===== config.mk =====
export PLATFORM = sky130hd
export DESIGN_NAME = mp3
export DESIGN_NICKNAME = d
export VERILOG_FILES = /design/src/lc3b_types.sv /design/src/lc3b_pipe.sv /design/src/mem_port_if.sv /design/src/arbiter.sv /design/src/fetch.sv /design/src/decode.sv /design/src/execute.sv /design/src/mem_stage.sv /design/src/mp3.sv
export SDC_FILE = /design/constraint.sdc
export NUM_CORES = 1
export LEC_CHECK = 0
export BUFFER_PORTS_ARGS = -buffer_cell sky130_fd_sc_hd__buf_4
export CORE_UTILIZATION = 40
export DETAILED_ROUTE_END_ITERATION = 16
export GPL_TIMING_DRIVEN = 0
export REMOVE_ABC_BUFFERS = 1
export SYNTH_ARGS = -nofsm -noshare
export SYNTH_HDL_FRONTEND = slang
export SYNTH_SLANG_ARGS = --single-unit

===== constraint.sdc =====
create_clock -name clk -period 12.1 [get_ports clk]
set_clock_uncertainty 0.05 [all_clocks]
set_input_delay 1.21 -clock clk [delete_from_list [all_inputs] [get_ports clk]]
set_output_delay 1.21 -clock clk [all_outputs]
set_load 0.01 [all_outputs]

===== src/lc3b_types.sv =====
package lc3b_types;

typedef logic [15:0] lc3b_word;

typedef logic [2:0] lc3b_reg;

// n z p from the msb down
typedef logic [2:0] lc3b_nzp;

// raw immediate and offset fields
typedef logic [4:0] lc3b_imm5;
typedef logic [5:0] lc3b_offset6;
typedef logic [8:0] lc3b_offset9;

// encodings follow the LC-3b ISA
typedef enum logic [3:0] {
	op_br  = 4'b0000,
	op_add = 4'b0001,
	op_and = 4'b0101,
	op_ldr = 4'b0110,
	op_str = 4'b0111,
	op_not = 4'b1001
} lc3b_opcode;

endpackage : lc3b_types


===== src/lc3b_pipe.sv =====
package lc3b_pipe;

typedef enum logic [1:0] {
	alu_add,
	alu_and,
	alu_not,
	alu_pass
} alu_op;

typedef struct packed {
	lc3b_types::lc3b_opcode opcode;
	alu_op aluop;
	logic imm_sel;
	logic load_regfile;
	logic load_cc;
	logic mem_read;
	logic mem_write;
	logic branch;
} control_word;

typedef struct packed {
	lc3b_types::lc3b_word npc;
	lc3b_types::lc3b_word ir;
	logic valid;
} f_de_t;

typedef struct packed {
	control_word cw;
	lc3b_types::lc3b_word npc;
	lc3b_types::lc3b_word ir;
	lc3b_types::lc3b_word opa;
	lc3b_types::lc3b_word opb;
	lc3b_types::lc3b_nzp nzp;
	lc3b_types::lc3b_reg dr;
	logic valid;
} de_ex_t;

typedef struct packed {
	control_word cw;
	lc3b_types::lc3b_word address;
	lc3b_types::lc3b_word result;
	lc3b_types::lc3b_word sdata;
	lc3b_types::lc3b_reg dr;
	logic valid;
} ex_mem_t;

typedef struct packed {
	control_word cw;
	lc3b_types::lc3b_word result;
	lc3b_types::lc3b_reg dr;
	logic valid;
} mem_wb_t;

typedef enum logic [1:0] {
	arb_idle,
	arb_inst,
	arb_data
} arb_state;

localparam lc3b_types::lc3b_word reset_pc = 16'h0000;
localparam int num_regs = 8;
localparam lc3b_types::lc3b_nzp cc_reset = 3'b010;

// a bubble writes nothing, accesses nothing and never branches
localparam control_word nop_cw = '{opcode: lc3b_types::op_br, aluop: alu_pass, default: 1'b0};

endpackage : lc3b_pipe


===== src/mem_port_if.sv =====
`timescale 1ns/1ns

interface mem_port_if;

	lc3b_types::lc3b_word address;
	logic read;
	logic write;
	lc3b_types::lc3b_word wdata;
	lc3b_types::lc3b_word rdata;
	logic resp;

	modport client (
		output address, read, write, wdata,
		input rdata, resp
	);

	modport server (
		input address, read, write, wdata,
		output rdata, resp
	);

endinterface : mem_port_if


===== src/arbiter.sv =====
`timescale 1ns/1ns

module arbiter (
	input logic clk,
	input logic rst_n,
	mem_port_if.server imem,
	mem_port_if.server dmem,
	input logic pmem_resp,
	input lc3b_types::lc3b_word pmem_rdata,
	output logic pmem_read,
	output logic pmem_write,
	output lc3b_types::lc3b_word pmem_address,
	output lc3b_types::lc3b_word pmem_wdata
);

	lc3b_pipe::arb_state state;
	lc3b_pipe::arb_state next_state;

	always_comb begin
		next_state = state;
		case (state)
			// data goes first since it belongs to the older instruction
			lc3b_pipe::arb_idle: begin
				if (dmem.read | dmem.write)
					next_state = lc3b_pipe::arb_data;
				else if (imem.read | imem.write)
					next_state = lc3b_pipe::arb_inst;
			end
			lc3b_pipe::arb_inst,
			lc3b_pipe::arb_data: begin
				if (pmem_resp)
					next_state = lc3b_pipe::arb_idle;
			end
			default: next_state = lc3b_pipe::arb_idle;
		endcase
	end

	always_ff @(posedge clk or negedge rst_n) begin
		if (!rst_n)
			state <= lc3b_pipe::arb_idle;
		else
			state <= next_state;
	end

	always_comb begin
		pmem_read = 1'b0;
		pmem_write = 1'b0;
		pmem_address = '0;
		pmem_wdata = '0;
		case (state)
			lc3b_pipe::arb_inst: begin
				pmem_read = imem.read;
				pmem_write = imem.write;
				pmem_address = imem.address;
				pmem_wdata = imem.wdata;
			end
			lc3b_pipe::arb_data: begin
				pmem_read = dmem.read;
				pmem_write = dmem.write;
				pmem_address = dmem.address;
				pmem_wdata = dmem.wdata;
			end
			default: ;
		endcase
	end

	// resp only to the client that holds the grant
	assign imem.resp = (state == lc3b_pipe::arb_inst) & pmem_resp;
	assign dmem.resp = (state == lc3b_pipe::arb_data) & pmem_resp;
	assign imem.rdata = pmem_rdata;
	assign dmem.rdata = pmem_rdata;

endmodule : arbiter


===== src/fetch.sv =====
`timescale 1ns/1ns

module fetch (
	input logic clk,
	input logic rst_n,
	input logic advance,
	input logic dep_stall,
	input logic redirect,
	input lc3b_types::lc3b_word target,
	mem_port_if.client imem,
	output lc3b_pipe::f_de_t f_de,
	output logic fetch_ready
);

	lc3b_types::lc3b_word pc;
	lc3b_types::lc3b_word req_addr;
	lc3b_types::lc3b_word buf_ir;
	lc3b_types::lc3b_word buf_npc;
	logic buf_valid;
	logic busy;
	logic gap;
	logic discard;
	logic take;
	logic jump;

	assign take = advance & ~dep_stall;
	assign jump = advance & redirect;
	assign fetch_ready = buf_valid;

	// next request goes out as soon as the buffer is handed to decode
	assign imem.read = busy | ((~buf_valid | take) & ~gap);
	assign imem.address = busy ? req_addr : pc;
	assign imem.write = 1'b0;
	assign imem.wdata = '0;

	always_ff @(posedge clk or negedge rst_n) begin
		if (!rst_n) begin
			pc <= lc3b_pipe::reset_pc;
			buf_valid <= 1'b0;
			busy <= 1'b0;
			gap <= 1'b0;
			discard <= 1'b0;
		end else begin
			busy <= imem.read & ~imem.resp;
			gap <= imem.resp;
			if (jump) begin
				pc <= target;
				buf_valid <= 1'b0;
				// a request raised this cycle still has to complete
				discard <= imem.read;
			end else if (imem.resp) begin
				if (discard) begin
					discard <= 1'b0;
				end else begin
					buf_valid <= 1'b1;
					pc <= imem.address + 16'd2;
				end
			end else if (take) begin
				buf_valid <= 1'b0;
			end
		end
	end

	always_ff @(posedge clk) begin
		if (!busy)
			req_addr <= pc;
		if (imem.resp && !discard) begin
			buf_ir <= imem.rdata;
			buf_npc <= imem.address + 16'd2;
		end
	end

	always_ff @(posedge clk or negedge rst_n) begin
		if (!rst_n)
			f_de.valid <= 1'b0;
		else if (jump)
			f_de.valid <= 1'b0;
		else if (take)
			f_de <= '{npc: buf_npc, ir: buf_ir, valid: buf_valid};
	end

endmodule : fetch


===== src/decode.sv =====
`timescale 1ns/1ns

module decode (
	input logic clk,
	input logic rst_n,
	input logic advance,
	input logic redirect,
	input lc3b_pipe::f_de_t f_de,
	input lc3b_pipe::de_ex_t de_ex_q,
	input lc3b_pipe::ex_mem_t ex_mem_q,
	input lc3b_pipe::mem_wb_t mem_wb,
	output lc3b_pipe::de_ex_t de_ex,
	output logic dep_stall
);

	lc3b_types::lc3b_word regfile [lc3b_pipe::num_regs];
	lc3b_types::lc3b_nzp cc;
	lc3b_types::lc3b_nzp wb_cc;
	lc3b_types::lc3b_opcode opcode;
	lc3b_pipe::control_word cw;
	lc3b_types::lc3b_reg sr1;
	lc3b_types::lc3b_reg sr2;
	logic use_sr1;
	logic use_sr2;
	logic use_cc;

	// does an older instruction still owe a register or the nzp we need
	function automatic logic conflict(
		input logic valid,
		input lc3b_pipe::control_word pcw,
		input lc3b_types::lc3b_reg pdr,
		input lc3b_types::lc3b_reg src_a,
		input logic use_a,
		input lc3b_types::lc3b_reg src_b,
		input logic use_b,
		input logic use_nzp
	);
		logic reg_hit;
		reg_hit = pcw.load_regfile && ((use_a && pdr == src_a) || (use_b && pdr == src_b));
		return valid && (reg_hit || (use_nzp && pcw.load_cc));
	endfunction

	always_comb begin
		opcode = lc3b_types::lc3b_opcode'(f_de.ir[15:12]);
		cw = lc3b_pipe::nop_cw;
		cw.opcode = opcode;
		sr1 = f_de.ir[8:6];
		sr2 = f_de.ir[2:0];
		use_sr1 = 1'b0;
		use_sr2 = 1'b0;
		use_cc = 1'b0;
		case (opcode)
			lc3b_types::op_add, lc3b_types::op_and: begin
				cw.aluop = (opcode == lc3b_types::op_add) ? lc3b_pipe::alu_add
				                                          : lc3b_pipe::alu_and;
				cw.imm_sel = f_de.ir[5];
				cw.load_regfile = 1'b1;
				cw.load_cc = 1'b1;
				use_sr1 = 1'b1;
				use_sr2 = ~f_de.ir[5];
			end
			lc3b_types::op_not: begin
				cw.aluop = lc3b_pipe::alu_not;
				cw.load_regfile = 1'b1;
				cw.load_cc = 1'b1;
				use_sr1 = 1'b1;
			end
			lc3b_types::op_ldr: begin
				cw.mem_read = 1'b1;
				cw.load_regfile = 1'b1;
				cw.load_cc = 1'b1;
				use_sr1 = 1'b1;
			end
			lc3b_types::op_str: begin
				// store data rides in operand B
				cw.mem_write = 1'b1;
				sr2 = f_de.ir[11:9];
				use_sr1 = 1'b1;
				use_sr2 = 1'b1;
			end
			lc3b_types::op_br: begin
				cw.branch = 1'b1;
				use_cc = 1'b1;
			end
			default: ;
		endcase
	end

	assign dep_stall = f_de.valid & (
		conflict(de_ex_q.valid, de_ex_q.cw, de_ex_q.dr, sr1, use_sr1, sr2, use_sr2, use_cc) |
		conflict(ex_mem_q.valid, ex_mem_q.cw, ex_mem_q.dr, sr1, use_sr1, sr2, use_sr2, use_cc) |
		conflict(mem_wb.valid, mem_wb.cw, mem_wb.dr, sr1, use_sr1, sr2, use_sr2, use_cc));

	assign wb_cc = mem_wb.result[15] ? 3'b100 : ((mem_wb.result == '0) ? 3'b010 : 3'b001);

	// write-back happens as the instruction leaves the pipe
	always_ff @(posedge clk or negedge rst_n) begin
		if (!rst_n) begin
			for (int i = 0; i < lc3b_pipe::num_regs; i++)
				regfile[i] <= '0;
			cc <= lc3b_pipe::cc_reset;
		end else if (advance && mem_wb.valid) begin
			if (mem_wb.cw.load_regfile)
				regfile[mem_wb.dr] <= mem_wb.result;
			if (mem_wb.cw.load_cc)
				cc <= wb_cc;
		end
	end

	always_ff @(posedge clk or negedge rst_n) begin
		if (!rst_n) begin
			de_ex.valid <= 1'b0;
			de_ex.cw <= lc3b_pipe::nop_cw;
		end else if (advance) begin
			if (redirect || dep_stall || !f_de.valid) begin
				de_ex.valid <= 1'b0;
				de_ex.cw <= lc3b_pipe::nop_cw;
			end else begin
				de_ex.cw <= cw;
				de_ex.npc <= f_de.npc;
				de_ex.ir <= f_de.ir;
				de_ex.opa <= regfile[sr1];
				de_ex.opb <= regfile[sr2];
				de_ex.nzp <= cc;
				de_ex.dr <= f_de.ir[11:9];
				de_ex.valid <= 1'b1;
			end
		end
	end

endmodule : decode


===== src/execute.sv =====
`timescale 1ns/1ns

module execute (
	input logic clk,
	input logic rst_n,
	input logic advance,
	input lc3b_pipe::de_ex_t de_ex,
	output lc3b_pipe::ex_mem_t ex_mem,
	output logic redirect,
	output lc3b_types::lc3b_word target
);

	lc3b_types::lc3b_imm5 imm5;
	lc3b_types::lc3b_offset6 offset6;
	lc3b_types::lc3b_offset9 offset9;
	lc3b_types::lc3b_word alu_b;
	lc3b_types::lc3b_word alu_out;
	lc3b_types::lc3b_word address;
	logic taken;

	assign imm5 = de_ex.ir[4:0];
	assign offset6 = de_ex.ir[5:0];
	assign offset9 = de_ex.ir[8:0];

	assign alu_b = de_ex.cw.imm_sel ? {{11{imm5[4]}}, imm5} : de_ex.opb;

	always_comb begin
		case (de_ex.cw.aluop)
			lc3b_pipe::alu_add: alu_out = de_ex.opa + alu_b;
			lc3b_pipe::alu_and: alu_out = de_ex.opa & alu_b;
			lc3b_pipe::alu_not: alu_out = ~de_ex.opa;
			default:            alu_out = alu_b;
		endcase
	end

	// offsets count words and are scaled by two
	assign address = de_ex.opa + {{9{offset6[5]}}, offset6, 1'b0};
	assign target = de_ex.npc + {{6{offset9[8]}}, offset9, 1'b0};

	assign taken = |(de_ex.ir[11:9] & de_ex.nzp);
	assign redirect = de_ex.valid & de_ex.cw.branch & taken;

	always_ff @(posedge clk or negedge rst_n) begin
		if (!rst_n) begin
			ex_mem.valid <= 1'b0;
			ex_mem.cw <= lc3b_pipe::nop_cw;
		end else if (advance) begin
			if (!de_ex.valid) begin
				ex_mem.valid <= 1'b0;
				ex_mem.cw <= lc3b_pipe::nop_cw;
			end else begin
				ex_mem.cw <= de_ex.cw;
				ex_mem.address <= address;
				ex_mem.result <= alu_out;
				ex_mem.sdata <= de_ex.opb;
				ex_mem.dr <= de_ex.dr;
				ex_mem.valid <= 1'b1;
			end
		end
	end

endmodule : execute


===== src/mem_stage.sv =====
`timescale 1ns/1ns

module mem_stage (
	input logic clk,
	input logic rst_n,
	input logic advance,
	input lc3b_pipe::ex_mem_t ex_mem,
	mem_port_if.client dmem,
	output lc3b_pipe::mem_wb_t mem_wb,
	output logic mem_ready
);

	lc3b_types::lc3b_word rdata_q;
	logic access;
	logic done;

	assign access = ex_mem.valid & (ex_mem.cw.mem_read | ex_mem.cw.mem_write);

	// request drops once resp was seen, until the latch moves on
	assign dmem.read = access & ex_mem.cw.mem_read & ~done;
	assign dmem.write = access & ex_mem.cw.mem_write & ~done;
	assign dmem.address = ex_mem.address;
	assign dmem.wdata = ex_mem.sdata;

	assign mem_ready = ~access | done;

	always_ff @(posedge clk or negedge rst_n) begin
		if (!rst_n)
			done <= 1'b0;
		else if (advance)
			done <= 1'b0;
		else if (dmem.resp)
			done <= 1'b1;
	end

	always_ff @(posedge clk) begin
		if (dmem.resp)
			rdata_q <= dmem.rdata;
	end

	always_ff @(posedge clk or negedge rst_n) begin
		if (!rst_n) begin
			mem_wb.valid <= 1'b0;
			mem_wb.cw <= lc3b_pipe::nop_cw;
		end else if (advance) begin
			mem_wb.cw <= ex_mem.cw;
			mem_wb.result <= ex_mem.cw.mem_read ? rdata_q : ex_mem.result;
			mem_wb.dr <= ex_mem.dr;
			mem_wb.valid <= ex_mem.valid;
		end
	end

endmodule : mem_stage


===== src/mp3.sv =====
`timescale 1ns/1ns

module mp3 (
	input logic clk,
	input logic rst_n,
	input logic pmem_resp,
	input lc3b_types::lc3b_word pmem_rdata,
	output logic pmem_read,
	output logic pmem_write,
	output lc3b_types::lc3b_word pmem_address,
	output lc3b_types::lc3b_word pmem_wdata
);

	lc3b_pipe::f_de_t f_de;
	lc3b_pipe::de_ex_t de_ex;
	lc3b_pipe::ex_mem_t ex_mem;
	lc3b_pipe::mem_wb_t mem_wb;
	lc3b_types::lc3b_word target;
	logic redirect;
	logic dep_stall;
	logic fetch_ready;
	logic mem_ready;
	logic advance;

	mem_port_if imem ();
	mem_port_if dmem ();

	// every latch moves together
	assign advance = fetch_ready & mem_ready;

	fetch fetch_int (
		.clk, .rst_n, .advance, .dep_stall, .redirect, .target,
		.imem(imem.client), .f_de, .fetch_ready
	);

	decode decode_int (
		.clk, .rst_n, .advance, .redirect, .f_de,
		.de_ex_q(de_ex), .ex_mem_q(ex_mem), .mem_wb,
		.de_ex, .dep_stall
	);

	execute execute_int (
		.clk, .rst_n, .advance, .de_ex, .ex_mem, .redirect, .target
	);

	mem_stage mem_int (
		.clk, .rst_n, .advance, .ex_mem,
		.dmem(dmem.client), .mem_wb, .mem_ready
	);

	arbiter arbiter_int (
		.clk, .rst_n,
		.imem(imem.server), .dmem(dmem.server),
		.pmem_resp, .pmem_rdata,
		.pmem_read, .pmem_write, .pmem_address, .pmem_wdata
	);

endmodule : mp3


# Yosys cells after proc, flatten, opt, wreduce, memory -nomap -nowiden
# Index checks and enable logic that the tools add are counted.
# word_totals
inputBits,19
output_inout_bits,34
elab_cells,215
ff_bits,404
# op_classes
bitwise,37
n_addsub,4
n_eq_ne,19
n_reduce_logical,50
order_cmp,4
n_mux,50
# op_table
operator,n
16-bit 2-to-1 mux,12
128-bit bitwise mux,1
16-bit binary-select mux with 3-bit select,2
16-bit adder,3
16-bit demux with 3-bit select,1
16-bit case mux with 3 select lines,1
16-bit case mux with 2 select lines,1
1-bit 2-to-1 mux,19
3-bit equality test,6
1-bit logical AND,18
"16-bit by 2-bit adder with 16-bit output, second input constant",1
16-bit AND,1
16-bit zero test,1
16-bit inverter,1
1-bit AND,15
"4-bit by 3-bit equality test with 1-bit output, second input constant",3
"4-bit >= comparator, second input constant",3
3-bit inverter with 4-bit output,3
2-bit AND reduction,6
2-bit 2-to-1 mux,5
1-bit inverter,9
3-bit AND reduction,3
1-bit logical OR,8
8-bit 2-to-1 mux,1
23 further kinds,40

# Depth between registers and ports, before layout
# depth
depth_word,19
mapped_depth,12
ltp_nobuf,10

# By module
# From an unflattened synthesis, not the netlist that was laid out.
# hier_totals
cells_unflattened,1756
area_unflattened_um2,21918.5
# by_module_without_submodules
module,area_each_um2,cells_per_inst,instances
decode,10093.4,811,1
execute,4545.6,425,1
fetch,3951.3,269,1
mem_stage,2119.5,121,1
arbiter,1202.4,129,1
mp3,6.3,1,1

# Least setup slack after synthesis
# OpenSTA, ideal clock, no wires.
# synth_timing
path_kind,flip-flop to flip-flop
startpoint,"register, netlist name fetch_int.f_de[16]"
endpoint,"register, netlist name fetch_int.f_de[10]"
path_stages_with_launch,10
n_path_buf,2
arrival_ns,5.077
period_less_slack_ns,5.639
path_slack_ns,6.461
path_cell_list,edfxtp_1 > buf_2 > nand4b_4 > buf_6 > mux2i_1 > a221oi_1 > a211oi_1 > o221a_2 > nand2b_1 > nor4b_1
# synth_between
elab_chain_len,14
word_cells_on_any_way,42
cone_classes,eq/ne (8); mux (4); bitwise (5); reduce/logical (25)
# synth_lines
item,line,rtl
"4-bit by 3-bit equality test with 1-bit output, or another cell as far along",decode.sv:52,case (opcode)
"2-bit OR reduction, or another cell as far along",n/a,
"1-bit case mux with 2 select lines, or another cell as far along",decode.sv:52,
1-bit logical AND,decode.sv:39,reg_hit = pcw.load_regfile && ((use_a && pdr == src_a) || (use_b && pdr == src_b));
1-bit logical OR,decode.sv:39,
1-bit logical AND,decode.sv:39,
1-bit logical OR,decode.sv:40,return valid && (reg_hit || (use_nzp && pcw.load_cc));
1-bit logical AND,decode.sv:40,
1-bit OR,decode.sv:90,"conflict(de_ex_q.valid, de_ex_q.cw, de_ex_q.dr, sr1, use_sr1, sr2, use_sr2, use_cc) |"
1-bit OR (*),decode.sv:91,"conflict(ex_mem_q.valid, ex_mem_q.cw, ex_mem_q.dr, sr1, use_sr1, sr2, use_sr2, use_cc) |"
1-bit AND (*),decode.sv:89,assign dep_stall = f_de.valid & (
1-bit inverter (*),fetch.sv:26,assign take = advance & ~dep_stall;
1-bit AND (*),fetch.sv:26,
3-bit AND reduction (no source line) (*),n/a,
# Every way passes the cells marked *; elsewhere a longest branch is shown, timed or not.
# A chain may end at the register's enable or synchronous reset.

# Worst setup path in the final report
# layout_timing
startpoint,"register, netlist name fetch_int.f_de[16]"
endpoint,output port pmem_read
# layout_between
elab_chain_len,17
word_cells_on_any_way,45
cone_classes,eq/ne (8); mux (5); bitwise (8); reduce/logical (24)
# layout_lines
item,line,rtl
"4-bit by 3-bit equality test with 1-bit output, or another cell as far along",decode.sv:52,
"2-bit OR reduction, or another cell as far along",n/a,
"1-bit case mux with 2 select lines, or another cell as far along",decode.sv:52,
1-bit logical AND,decode.sv:39,
1-bit logical OR,decode.sv:39,
1-bit logical AND,decode.sv:39,
1-bit logical OR,decode.sv:40,
1-bit logical AND,decode.sv:40,
1-bit OR,decode.sv:90,
1-bit OR (*),decode.sv:91,
1-bit AND (*),decode.sv:89,
1-bit inverter (*),fetch.sv:26,
1-bit AND (*),fetch.sv:26,
1-bit OR (*),fetch.sv:31,assign imem.read = busy | ((~buf_valid | take) & ~gap);
1-bit AND (*),fetch.sv:31,
1-bit OR (*),fetch.sv:31,
1-bit case mux with 2 select lines (*),arbiter.sv:50,case (state)
to (decl),mp3.sv:8,"output logic pmem_read,"
# Marked as above.

==> impl_results.md <==
* Post-synth top area share at approximately 33%
* Drt via density at about 5.7
* Worst path required time at ~11000 ps
* Max-Cap Viols at 0
* Placed Instances at ~2.1k
* Net switching power at ~1.2 mW
* Share of cells above drive strength 1 at between 20% and 30%
* First-pass GRT wire length at between 70 and 80 mm
* Final setup viols at 0
* Post-synth top area cell: edfxtp_1
* Detailed Route Iter0 Violations at 1128
* Arr. time, crit path at about 4000 ps
* Synth Flop Type: edfxtp_1
* IO Count at 53
* CTS buffer count at 44
* Starting density of the core at around 40%
* Max IR drop VDD at approximately 0.000090 V
* H-tree levels at 2
* Min Tclk post-route at 5260 ps
* Die width at 223 um
* Sequential area share after synthesis at roughly 56%
* Critical Path, Cell by Cell: nand4b_4 > mux2i_4 > a221oi_1 > a211oi_1 > o221a_2 > o21ai_2 > o21ai_0 > buf_4
* Fin Hold WS at 357 ps
* Max incr delay on CP at ~1200 ps
* Logic pwr share at between 20 and 25%
* Die ar. at 49700 um2
* RSZ-0062 raised after global routing: no
* Cts repair resizes at 0
* Post-CTS Setup Bufs at 0
* Synth cell types at 74
* R2r setup slk at approximately 7500 ps
* Async set or reset register ratio after synthesis at between 40 and 50%
* Clk pwr share at between 30% and 40%
* Post-route setup TNS at 0 ps
* Drc violations at 0
* CTS Sinks at 398
* Non-Filler Instances at 2228
* Leading cell types by count after synthesis: 213 x edfxtp_1, 207 x nand2_1, 177 x mux2_2
* M2 GR Usage at about a third
* Total number of vias at between 10k and 15k
* GPL Wtd Cong at between 0.8 and 0.9
* Highest-delay cell along the critical path: mux2i_4
* Hold Crit Class: reg -> reg
* Synth Warn # at 0
* Pwr/cell area at between 150 and 200 nW/um2
* Relative slew slack at less than 1%
* Die height at 223 um
* Final Net Count at about 1.6k
* Vias in the first global route at ~13k
* CTS tree: built
* Total power at slightly below 4 mW
* Congestion Overflow GR at 0
* P_int at between 2 and 3 mW
* Clock root buffer master: clkbuf_16
* Syn_area_per_cell at ~13 um2
* Grt met3 use at under 10%
* Fin. Hold Viols at 0
* Tot GR Track Use at a little over a fifth
* Switching part of the total at 29.5%
* Post-route ant nets at 0
* Cell count after synthesis at between 1.5k and 2k
* Layer with the highest usage: met2
* Sequential power share at 45.2%
* GRT met1 Usage at between 20% and 30%
* Worst-path clk slew at 60 ps
* Peak fanout along the critical path at 33
* PnR worst setup slack at approximately 6800 ps
* CP Class: reg -> out
* Mapped Area at just under 20000 um2
* Post-synthesis register bit count at between 300 and 400
* DRT Pass-1 Iters at 5
* Hold Buf Count CTS at 0
* Run status: completed
* EDFF count, synth at between 200 and 250
* Clock Path Buffers at 3
* Count leader, synth: edfxtp_1
* Worst-skew pair later-pin latency at 560 ps
* Fmax at 0.190 GHz
* Core area at roughly 48000 um2
* Top post-synthesis cells by area: edfxtp_1 33%, dfrtp_1 21%, mux2_2 10%
* Routed length per instance at 22.6 um
* Critical Path End Type: primary output
* Initial antenna violation count at 0
* PortBufs at 52
* Max-slew violations at 0
* Total Wirelength at 50.5 mm
* Slew @ Worst Pin at between 1000 and 1500 ps
* DP Wirelength at 33.6 mm
* Setup crit start kind: flop
* Synth-to-layout area growth at 14.8%
* Largest net degree at the start of global routing at just over 90
* Pleak at 9.05 nW
* Rows at 80
* Post-Place Worst Slack at around 7400 ps
* Fin crit share at 43.5%
-- registers in the layout, summed over array words and instances, names as in the netlist --
| register | flops |
|---|---|
| fetch_int.req_addr | 16 |
| mem_int.mem_wb | 21 |
| fetch_int.fetch_ready | 1 |
| fetch_int.busy | 1 |
| mem_int.rdata_q | 16 |
| fetch_int.buf_ir | 16 |
| execute_int.ex_mem | 55 |
| arbiter_int.state | 2 |
| fetch_int.discard | 1 |
| fetch_int.pc | 16 |
| decode_int.cc | 3 |
| mem_int.done | 1 |
| fetch_int.buf_npc | 16 |
| decode_int.regfile | 128 |
| fetch_int.f_de | 33 |
| fetch_int.gap | 1 |
| decode_int.de_ex | 71 |
-- routing by layer --
layer  vias up  part of all wire, %
li1       5764                    -
met1      6448                   43
met2       403                   47
met3        80                  6.2
met4         0                  3.2
met5         -                    0
-- through the flow --
| stage | instance area, um2 | util [%] |
|---|---|---|
| finish | 22400 | 46.7 |
| global route | 22400 | 46.7 |
| CTS | 22400 | 46.7 |
| detailed placement | 21000 | 43.8 |
| global placement | 20300 | 42.4 |
| floorplan | 19200 | - |
-- power by group through the flow --
| stage | Clock, mW | Sequential, mW | Combinational (mW) |
|---|---|---|---|
| 2_1_floorplan | 0 | 1.75 | 0.596 |
| 3_3_place_gp | 0 | 1.82 | 0.804 |
| 3_5_place_dp | 0 | 1.81 | 0.860 |
| 4_1_cts | 1.33 | 1.79 | 0.870 |
| 5_1_grt | 1.38 | 1.80 | 0.953 |
| 6_report | 1.30 | 1.79 | 0.863 |
-- critical path: cells and delay by family, from the launching register on --
| family | cells | cell delay [ps] |
|---|---|---|
| and+or+nand+nor | 1 | 430 |
| buffers and inverters | 1 | 160 |
| DFF | 1 | 520 |
| AOI/OAI and AO/OA | 5 | 1180 |
| muxes | 1 | 1150 |
-- logic make-up after synthesis --
logic type | share of synthesized area [%]
simple gates | 11.0
flops | 56.1
mux | 16.8
compound gates | 7.19
buf+inv | 2.89
xor+xnor | 2.69
fa+ha+maj | 3.38
-- worst paths after layout --
path / from / to / cells after the start
worst max-delay path: fetch_int.f_de[16]$_DFFE_PP_ / pmem_read / 8
worst min-delay path: fetch_int.buf_npc[10]$_DFFE_PP_ / fetch_int.f_de[27]$_DFFE_PP_ / 0
worst max register to register: fetch_int.f_de[16]$_DFFE_PP_ / decode_int.de_ex[26]$_DFFE_PP_ / 10
worst min register to register: fetch_int.buf_npc[10]$_DFFE_PP_ / fetch_int.f_de[27]$_DFFE_PP_ / 0
max in group asynchronous: rst_n / decode_int.de_ex[77]$_DFFE_PN1P_ / 2
min in group asynchronous: rst_n / decode_int.regfile[105]$_DFFE_PN0P_ / 1
-- cells in the final DEF, fill, tap and decap left out, drive strengths merged, types with 24 or more instances in the layout --
cell type	n
dfrtp	166
and3	26
nand3	54
inv	58
o21ai	37
nand2	208
nor2	33
mux2	177
and2	24
buf	79
xnor2	41
a21oi	34
edfxtp	213
clkbuf	60
mux4	47
ha	48
-- layout make-up --
class	instances	area (um2)
multi-input cells	996	8110
clock buffers	60	1240
well taps	615	769
fillers	4216	25500
repair buffers	79	972
diodes	2	5.00
flip-flops and latches	398	10900
inverters	58	218
clock inverters	20	149
Power figures use the tool's default switching activity.
